### src/design/udp_pkg.sv
`default_nettype none

package udp_pkg;

    localparam int PAYLOAD_LEN      = 16;
    localparam int HDR_LEN          = 8;
    localparam int UDP_LEN          = PAYLOAD_LEN + HDR_LEN;
    localparam int DGRAMS_PER_BURST = 4;
    localparam int BURST_BYTES      = PAYLOAD_LEN * DGRAMS_PER_BURST;
    localparam int FIFO_DEPTH       = 64;

    localparam int FIFO_ADDR_W = $clog2(FIFO_DEPTH);
    localparam int FIFO_CNT_W  = $clog2(FIFO_DEPTH + 1);
    localparam int BURST_CNT_W = $clog2(BURST_BYTES + 1);
    localparam int DGRAM_CNT_W = $clog2(DGRAMS_PER_BURST);
    localparam int IDX_W       = $clog2(PAYLOAD_LEN);   // Covers header and payload index.

    typedef logic [7:0]            byte_t;
    typedef logic [15:0]           port_t;
    typedef logic [15:0]           len_t;
    typedef logic [FIFO_CNT_W-1:0] fifo_cnt_t;

    localparam port_t SRC_PORT = 16'h1F90;
    localparam port_t DST_PORT = 16'h1F90;
    localparam len_t  UDP_LEN_FIELD = len_t'(UDP_LEN);

    // Burst sequencer.
    typedef enum logic [2:0] {
        CTRL_IDLE,
        CTRL_FILL,
        CTRL_SEND,
        CTRL_GAP,
        CTRL_DONE
    } ctrl_state_t;

    typedef enum logic [1:0] {
        TX_IDLE,
        TX_HDR,
        TX_DATA
    } udp_state_t;

endpackage

`default_nettype wire
### src/design/udp_tx_top.sv
`timescale 1ns/10ps
`default_nettype none

module udp_tx_top (
    input  logic           clk,
    input  logic           rst,
    input  logic           start,
    output logic           busy,
    output udp_pkg::byte_t tx_data,
    output logic           tx_valid,
    output logic           tx_sof
);

    logic           fill_start;
    logic           fill_done;
    logic           send_start;
    logic           send_done;
    logic           wr_en;
    udp_pkg::byte_t wr_data;
    logic           rd_en;
    udp_pkg::byte_t rd_data;
    logic           full;

    udp_tx_ctrl ctrl_i (
        .clk        (clk),
        .rst        (rst),
        .start      (start),
        .busy       (busy),
        .fill_start (fill_start),
        .fill_done  (fill_done),
        .send_start (send_start),
        .send_done  (send_done)
    );

    payload_gen gen_i (
        .clk        (clk),
        .rst        (rst),
        .fill_start (fill_start),
        .full       (full),
        .fill_done  (fill_done),
        .wr_en      (wr_en),
        .wr_data    (wr_data)
    );

    // Empty is only checked inside the FIFO. The sequencer guarantees data.
    payload_fifo fifo_i (
        .clk     (clk),
        .rst     (rst),
        .wr_en   (wr_en),
        .wr_data (wr_data),
        .rd_en   (rd_en),
        .rd_data (rd_data),
        .full    (full),
        .empty   ()
    );

    udp_tx tx_i (
        .clk        (clk),
        .rst        (rst),
        .send_start (send_start),
        .send_done  (send_done),
        .rd_en      (rd_en),
        .rd_data    (rd_data),
        .tx_data    (tx_data),
        .tx_valid   (tx_valid),
        .tx_sof     (tx_sof)
    );

endmodule

`default_nettype wire

### src/design/udp_tx_ctrl.sv
`timescale 1ns/10ps
`default_nettype none

module udp_tx_ctrl (
    input  logic clk,
    input  logic rst,
    input  logic start,
    output logic busy,
    output logic fill_start,
    input  logic fill_done,
    output logic send_start,
    input  logic send_done
);

    udp_pkg::ctrl_state_t            state;
    logic [udp_pkg::DGRAM_CNT_W-1:0] dgram_cnt;
    logic                            last_dgram;

    assign busy       = (state != udp_pkg::CTRL_IDLE);
    assign last_dgram = (dgram_cnt == udp_pkg::DGRAM_CNT_W'(udp_pkg::DGRAMS_PER_BURST - 1));

    // Strobes are registered and fire on entry to FILL and SEND.
    always_ff @(posedge clk or posedge rst) begin
        if (rst) begin
            state      <= udp_pkg::CTRL_IDLE;
            dgram_cnt  <= '0;
            fill_start <= 1'b0;
            send_start <= 1'b0;
        end else begin
            fill_start <= 1'b0;
            send_start <= 1'b0;
            case (state)
                udp_pkg::CTRL_IDLE: begin
                    if (start) begin
                        state      <= udp_pkg::CTRL_FILL;
                        fill_start <= 1'b1;
                    end
                end
                udp_pkg::CTRL_FILL: begin
                    if (fill_done) begin
                        state      <= udp_pkg::CTRL_SEND;
                        send_start <= 1'b1;
                        dgram_cnt  <= '0;
                    end
                end
                udp_pkg::CTRL_SEND: begin
                    if (send_done) begin
                        dgram_cnt <= dgram_cnt + 1'b1;
                        if (last_dgram)
                            state <= udp_pkg::CTRL_DONE;
                        else
                            state <= udp_pkg::CTRL_GAP;
                    end
                end
                udp_pkg::CTRL_GAP: begin
                    state      <= udp_pkg::CTRL_SEND; // One idle cycle between datagrams.
                    send_start <= 1'b1;
                end
                udp_pkg::CTRL_DONE: begin
                    state <= udp_pkg::CTRL_IDLE;
                end
                default: begin
                    state <= udp_pkg::CTRL_IDLE;
                end
            endcase
        end
    end

    a_legal_state: assert property (
        @(posedge clk) disable iff (rst)
        state inside {udp_pkg::CTRL_IDLE, udp_pkg::CTRL_FILL, udp_pkg::CTRL_SEND,
                      udp_pkg::CTRL_GAP, udp_pkg::CTRL_DONE}
    );

endmodule

`default_nettype wire

### src/design/udp_tx.sv
`timescale 1ns/10ps
`default_nettype none

module udp_tx (
    input  logic           clk,
    input  logic           rst,
    input  logic           send_start,
    output logic           send_done,
    output logic           rd_en,
    input  udp_pkg::byte_t rd_data,
    output udp_pkg::byte_t tx_data,
    output logic           tx_valid,
    output logic           tx_sof
);

    udp_pkg::udp_state_t       state;
    logic [udp_pkg::IDX_W-1:0] idx;
    logic [8*udp_pkg::HDR_LEN-1:0] hdr;
    udp_pkg::byte_t            hdr_byte;
    logic                      hdr_last;
    logic                      data_last;

    // Header layout, high byte first. Checksum is left at zero.
    assign hdr = {udp_pkg::SRC_PORT, udp_pkg::DST_PORT, udp_pkg::UDP_LEN_FIELD, 16'h0000};

    always_comb begin
        hdr_byte = hdr[8*(udp_pkg::HDR_LEN-1-int'(idx)) +: 8];
    end

    assign hdr_last  = (idx == udp_pkg::IDX_W'(udp_pkg::HDR_LEN - 1));
    assign data_last = (idx == udp_pkg::IDX_W'(udp_pkg::PAYLOAD_LEN - 1));

    // First payload byte is prefetched on the first header cycle and
    // held in the FIFO output register. The rest are read one cycle ahead.
    assign rd_en = ((state == udp_pkg::TX_HDR) && (idx == '0)) ||
                   ((state == udp_pkg::TX_DATA) && !data_last);

    always_ff @(posedge clk or posedge rst) begin
        if (rst) begin
            state     <= udp_pkg::TX_IDLE;
            idx       <= '0;
            tx_valid  <= 1'b0;
            tx_sof    <= 1'b0;
            send_done <= 1'b0;
        end else begin
            tx_sof    <= 1'b0;
            send_done <= 1'b0;
            case (state)
                udp_pkg::TX_IDLE: begin
                    tx_valid <= 1'b0;
                    // Last byte was on the bus this cycle.
                    if (tx_valid)
                        send_done <= 1'b1;
                    if (send_start) begin
                        state <= udp_pkg::TX_HDR;
                        idx   <= '0;
                    end
                end
                udp_pkg::TX_HDR: begin
                    tx_valid <= 1'b1;
                    tx_sof   <= (idx == '0);
                    if (hdr_last) begin
                        state <= udp_pkg::TX_DATA;
                        idx   <= '0;
                    end else begin
                        idx <= idx + 1'b1;
                    end
                end
                udp_pkg::TX_DATA: begin
                    tx_valid <= 1'b1;
                    if (data_last) begin
                        state <= udp_pkg::TX_IDLE;
                        idx   <= '0;
                    end else begin
                        idx <= idx + 1'b1;
                    end
                end
                default: begin
                    state    <= udp_pkg::TX_IDLE;
                    tx_valid <= 1'b0;
                end
            endcase
        end
    end

    // Output byte register.
    always_ff @(posedge clk) begin
        if (state == udp_pkg::TX_HDR)
            tx_data <= hdr_byte;
        else if (state == udp_pkg::TX_DATA)
            tx_data <= rd_data;
    end

    a_start_in_idle: assert property (
        @(posedge clk) disable iff (rst) send_start |-> (state == udp_pkg::TX_IDLE)
    );

    // Framing promised to the sequencer: valid two cycles after the strobe.
    a_valid_latency: assert property (
        @(posedge clk) disable iff (rst) send_start |-> ##2 (tx_valid && tx_sof)
    );

endmodule

`default_nettype wire

### src/design/payload_gen.sv
`timescale 1ns/10ps
`default_nettype none

module payload_gen (
    input  logic           clk,
    input  logic           rst,
    input  logic           fill_start,
    input  logic           full,
    output logic           fill_done,
    output logic           wr_en,
    output udp_pkg::byte_t wr_data
);

    udp_pkg::byte_t                  byte_cnt;   // Runs on across bursts.
    logic [udp_pkg::BURST_CNT_W-1:0] left;

    // Write whenever bytes remain and the FIFO has room.
    assign wr_en   = (left != '0) && !full;
    assign wr_data = byte_cnt;

    always_ff @(posedge clk or posedge rst) begin
        if (rst) begin
            byte_cnt  <= '0;
            left      <= '0;
            fill_done <= 1'b0;
        end else begin
            fill_done <= 1'b0;
            if (fill_start) begin
                left <= udp_pkg::BURST_CNT_W'(udp_pkg::BURST_BYTES);
            end else if (wr_en) begin
                byte_cnt <= byte_cnt + 1'b1; // Wraps at 256.
                left     <= left - 1'b1;
                if (left == udp_pkg::BURST_CNT_W'(1))
                    fill_done <= 1'b1;
            end
        end
    end

    // A new fill may only be requested once the previous one has drained.
    a_no_restart: assert property (
        @(posedge clk) disable iff (rst) fill_start |-> (left == '0)
    );

endmodule

`default_nettype wire

### src/design/payload_fifo.sv
`timescale 1ns/10ps
`default_nettype none

module payload_fifo (
    input  logic          clk,
    input  logic          rst,
    input  logic          wr_en,
    input  udp_pkg::byte_t wr_data,
    input  logic          rd_en,
    output udp_pkg::byte_t rd_data,
    output logic          full,
    output logic          empty
);

    udp_pkg::byte_t mem [udp_pkg::FIFO_DEPTH];

    logic [udp_pkg::FIFO_ADDR_W-1:0] wr_ptr;
    logic [udp_pkg::FIFO_ADDR_W-1:0] rd_ptr;
    udp_pkg::fifo_cnt_t              count;
    logic                            do_wr;
    logic                            do_rd;

    assign do_wr = wr_en && !full;
    assign do_rd = rd_en && !empty;

    assign full  = (count == udp_pkg::fifo_cnt_t'(udp_pkg::FIFO_DEPTH));
    assign empty = (count == '0);

    always_ff @(posedge clk or posedge rst) begin
        if (rst) begin
            wr_ptr <= '0;
            rd_ptr <= '0;
            count  <= '0;
        end else begin
            if (do_wr) begin
                // Wrap by compare so a depth that is not a power of two also works.
                if (wr_ptr == udp_pkg::FIFO_ADDR_W'(udp_pkg::FIFO_DEPTH - 1))
                    wr_ptr <= '0;
                else
                    wr_ptr <= wr_ptr + 1'b1;
            end
            if (do_rd) begin
                if (rd_ptr == udp_pkg::FIFO_ADDR_W'(udp_pkg::FIFO_DEPTH - 1))
                    rd_ptr <= '0;
                else
                    rd_ptr <= rd_ptr + 1'b1;
            end
            if (do_wr && !do_rd)
                count <= count + 1'b1;
            else if (do_rd && !do_wr)
                count <= count - 1'b1;
        end
    end

    always_ff @(posedge clk) begin
        if (do_wr)
            mem[wr_ptr] <= wr_data;
        if (do_rd)
            rd_data <= mem[rd_ptr]; // Held until the next read.
    end

    a_no_overflow: assert property (@(posedge clk) disable iff (rst) wr_en |-> !full);
    a_no_underflow: assert property (@(posedge clk) disable iff (rst) rd_en |-> !empty);

endmodule

`default_nettype wire

### config.mk
export PLATFORM = sky130hd
export DESIGN_NAME = udp_tx_top
export DESIGN_NICKNAME = d
export VERILOG_FILES = /design/src/design/udp_pkg.sv /design/src/design/udp_tx_top.sv /design/src/design/udp_tx_ctrl.sv /design/src/design/udp_tx.sv /design/src/design/payload_gen.sv /design/src/design/payload_fifo.sv
export SDC_FILE = /design/constraint.sdc
export NUM_CORES = 1
export LEC_CHECK = 0
export BUFFER_PORTS_ARGS = -buffer_cell sky130_fd_sc_hd__buf_2
export CAP_MARGIN = 40
export CORE_MARGIN = 1.5
export CORE_UTILIZATION = 25
export CTS_CLUSTER_SIZE = 25
export DETAILED_ROUTE_END_ITERATION = 7
export PLACE_DENSITY = 0.43
export SLEW_MARGIN = 10
export SYNTH_ARGS = -nofsm -noshare
export SYNTH_HDL_FRONTEND = slang
export SYNTH_SLANG_ARGS = --single-unit
### constraint.sdc
create_clock -name clk -period 3.64 [get_ports clk]
set_clock_uncertainty 0.2 [all_clocks]
set_input_delay 0.182 -clock clk [delete_from_list [all_inputs] [get_ports clk]]
set_output_delay 0.182 -clock clk [all_outputs]
set_load 0.1 [all_outputs]
==> impl_summary.log <==
[metrics] outcome: finished, final reports clean
[metrics] max cap viols: 0
[metrics] Post-Synthesis Cell Area: 23300 um2
[metrics] CP cell instances: ha_1 > nand3_1 > a32o_1 > o21ai_2 > ha_1 > inv_1 > fa_1 > a21o_1 > a21oi_1 > nand4b_1 > nand4_1 > xor2_1
[metrics] Slew Limit Fails: 0
[metrics] upper clock frequency limit: 304 MHz
[metrics] r2r setup slk: 0.35 ns
[metrics] number of setup buffers added after CTS: 0
[metrics] total half-perimeter wirelength after legalization and detailed placement: 37.2 mm
[metrics] aggregate negative setup slack: 0 ns
[metrics] element type at the critical path start: register
[metrics] post-route antenna net violation count: 0
[metrics] number of instances in the synthesized netlist: 1249
[metrics] number of buffers on the longest clock path: 3
[metrics] min cycle time layout: 3.29 ns
[metrics] leak pwr: 0.00891 uW
[metrics] Clock Sinks: 579
[metrics] post-synthesis mux area share: 0.133
[metrics] kind of critical path: register to register
[metrics] number of iterations in the first detailed-routing pass: 5
[metrics] post-synthesis share of cell area spent on and, or, nand and nor gates: 0.0514
[metrics] mean instance size in the synthesized netlist: 18.6 um2
[metrics] number of buffers created by CTS: 60
[metrics] Relative slew margins: 0.394
[metrics] cell chosen for the clock root: sky130_fd_sc_hd__clkbuf_16
[metrics] Synth Area in XOR/XNOR: 0.00790
[metrics] buffers and inverters on the worst path: 1
[metrics] warning count from the yosys run: 0
[metrics] detailed-route DRC error count: 0
[metrics] endpoint kind of the worst setup timing path: register
[metrics] nets in the synthesized netlist: 1270
[metrics] DIE WIDTH: 308 um
[metrics] RR Endpoint: fifo_i.count[6]
[metrics] stage delay of the slowest cell on the critical path: 0.49 ns
[metrics] fraction of layout cells with a size suffix above 1: 0.246
[metrics] source-to-sink clock delay at the later pin of the worst-skew pair: 0.64 ns
[metrics] average vias per placed instance: 4.46
[metrics] worst-margin pin slew: 0.905 ns
[metrics] critical path data required time: 3.95 ns
[metrics] distinct cell type count of the synthesized netlist: 59
[metrics] GP Congestion: 0.778
[metrics] Worst R2R Path Depth: 12
[metrics] area growth from synthesis to layout: 17.5%
[metrics] worst setup path startpoint: tx_i.idx[0]
[metrics] flop and latch count out of synthesis: 579
[metrics] vias in the first global route: 12.5k
[metrics] count of vias placed by the detailed router: 11.8k
[metrics] setup repair after global routing missed its margin: no
[metrics] Core Footprint: 91900 um2
[metrics] global route overflow: 0
[metrics] Main synth FF type: sky130_fd_sc_hd__edfxtp_1
[metrics] effective utilization at floorplan: 0.253
[metrics] DRT iter0 DRCs: 870
[metrics] Post-synth EDFFs: 528
[metrics] number of antenna violations at the first check in global routing: 0
[metrics] H-tree Lvls: 2
[metrics] number of buffers added on ports: 13
[metrics] Setup-failing EPs final: 0
[metrics] y dimension of the die: 308 um
[metrics] arrival time at the worst endpoint: 3.60 ns
[metrics] clock slew at the register clock pins of the worst setup and hold paths: 0.06 ns
[metrics] fraction of registers with async set or reset after synthesis: 0.0881
[metrics] first-pass GRT wire length: 87.1 mm
[metrics] diode insertion count for antenna repair: 0
[metrics] WP depth: 12
[metrics] delay-heaviest family, CP: adder cells
[metrics] worst min-delay path startpoint: start
[metrics] TritonCTS clock tree: built
[metrics] destination of the critical timing path: fifo_i.count[6]
[metrics] final critical-path share of the clock period: 0.903
[metrics] Finished Cell Area: 27400 um2
[metrics] most common cell type on the critical path: sky130_fd_sc_hd__ha_1
[metrics] startpoint of the worst register-to-register path: tx_i.idx[0]
[metrics] number of placed I/O pins: 14
[metrics] Post-Place Cell Area: 25300 um2
[metrics] crit path max fanout: 10
[metrics] adder-cell share of the synthesized area: 0.0100
[metrics] pin count of the biggest net entering global routing: 50
[metrics] wire length per cell: 22.3 um
[metrics] CP max stage cell: sky130_fd_sc_hd__dfrtp_1
[metrics] most common cell after layout, fill and taps aside: sky130_fd_sc_hd__edfxtp_1
[metrics] overall routed net length: 58.8 mm
[metrics] final count of hold timing violations: 0
[metrics] Compound-Gate Fraction of Synth Area: 0.0401
[metrics] layout net count: 1372
[metrics] worst min-delay path category: input port to register
[metrics] main combinational cell family by area after synthesis: multiplexers
[metrics] std cell rows: 111
[metrics] power per standard cell area: 858 nW/um2
[metrics] floorplan die area: 95000 um2
[metrics] global router's overall resource usage: 0.125
[metrics] worst voltage drop across the vdd grid: 0.000368 V
[metrics] most used cells in the layout excluding fill and tap cells: sky130_fd_sc_hd__edfxtp_1 (528), sky130_fd_sc_hd__mux4_2 (113), sky130_fd_sc_hd__nor2_1 (100)
[metrics] sequential fraction of the synthesis area: 0.736
## how the worst min path moves through the flow
stage	to	slack (ns)	depth (start not counted)
2_1_floorplan	ctrl_i.fill_start	0.09	2
3_3_place_gp	ctrl_i.fill_start	0.24	3
3_5_place_dp	ctrl_i.dgram_cnt[0]	-0.05	2
4_1_cts	ctrl_i.fill_start	0.15	4
5_1_grt	ctrl_i.fill_start	0.17	4
6_report	ctrl_i.fill_start	0.17	4
## sequential cells by signal, summed over array words and instances, names as in the netlist, 2 cells and up
name / flops
ctrl_i.dgram_cnt: 2
ctrl_i.state: 3
tx_i.state: 2
tx_i.tx_data: 8
gen_i.left: 7
fifo_i.rd_data: 8
tx_i.idx: 4
fifo_i.mem: 512
fifo_i.wr_ptr: 6
gen_i.wr_data: 8
fifo_i.rd_ptr: 6
fifo_i.count: 7
## cell type report
type	instances	area, um2
timing repair buffer	108	861
inverter	22	82.6
multi-input combinational	580	5640
clock buffer	70	1580
tap	1243	1560
sequential	579	17200
fill	9119	64600
clock inverter	39	485
## metal layers
metal / part of all wire / vias up / global-route usage
met5: 0 / - / 0
met4: 0.021 / 0 / 0.0320
met3: 0.031 / 77 / 0.0172
met2: 0.47 / 198 / 0.204
met1: 0.48 / 6279 / 0.176
li1: - / 5230 / -
## logic make-up (layout without fill, tap and decap cells)
| family | count (synthesis) | in the layout |
|---|---|---|
| AND/OR/NAND/NOR | 243 | 243 |
| XOR/XNOR | 21 | 21 |
| buffers and inverters | 90 | 239 |
| multiplexers | 163 | 163 |
| adder cells (fa/ha/maj) | 18 | 18 |
| AO/OA/AOI/OAI | 135 | 135 |
| flip-flops | 579 | 579 |
## report_power, final
| part | switching (uW) | internal [uW] | total [uW] | leakage (uW) |
|---|---|---|---|---|
| combinational | 4420 | 2730 | 7150 | 0.00248 |
| clock | 2610 | 3810 | 6420 | 0.00101 |
| sequential | 1000 | 8890 | 9900 | 0.00541 |
## synth_stat cells, drive strengths merged (4+ instances only)
cell type    n  share of area
mux4       115           0.11
a21oi       14         0.0030
mux2i       38          0.016
a22oi        4         0.0013
nand4        5         0.0013
clkbuf      25         0.0040
o211ai       6         0.0019
nor4        13         0.0035
o22ai       16         0.0043
a22o        13         0.0049
nor3b        4         0.0013
nor3        12         0.0026
nor2       100          0.016
o221ai       9         0.0034
nand2b       8         0.0022
edfxtp     528           0.68
xnor2        8         0.0030
nand3       16         0.0037
nor2b       10         0.0027
dfrtp       51          0.055
mux2        10         0.0048
nand2       41         0.0067
inv         22         0.0035
a211oi      17         0.0055
and2         4         0.0011
a21o         5         0.0016
xor2        13         0.0049
ha          17         0.0091
o21ai       27         0.0060
buf         43          0.014
o31ai       10         0.0032
nand3b      13         0.0045
## per-stage QoR
| stage | cells | total power [uW] | util | hold WS [ns] | setup WS [ns] |
|---|---|---|---|---|---|
| floorplan | 1249 | 14500 | - | 0.0882 | 0.513 |
| global placement | 2523 | 17200 | 0.274 | 0.244 | 0.386 |
| detailed placement | 2529 | 17400 | 0.275 | -0.0500 | 0.374 |
| CTS | 2641 | 23800 | 0.297 | 0.148 | 0.360 |
| global route | 2641 | 24600 | 0.297 | 0.168 | 0.0381 |
| finish | 2641 | 23500 | 0.297 | 0.174 | 0.353 |
## timing repair
item	CTS	global route
hold endpoints to repair	53	0
gates resized for setup	0	0
hold buffers	3	0
## worst register-to-register path: cells and delay by family, from the launching register on
family / cells / cell delay (ns)
DFF: 1 / 0.49
AOI/OAI and AO/OA: 4 / 0.84
buffers and inverters: 1 / 0.15
adders and majority gates: 3 / 0.97
xor gates and xnor gates: 1 / 0.16
and+or+nand+nor: 3 / 0.38
(Power assumes the default switching activity.)
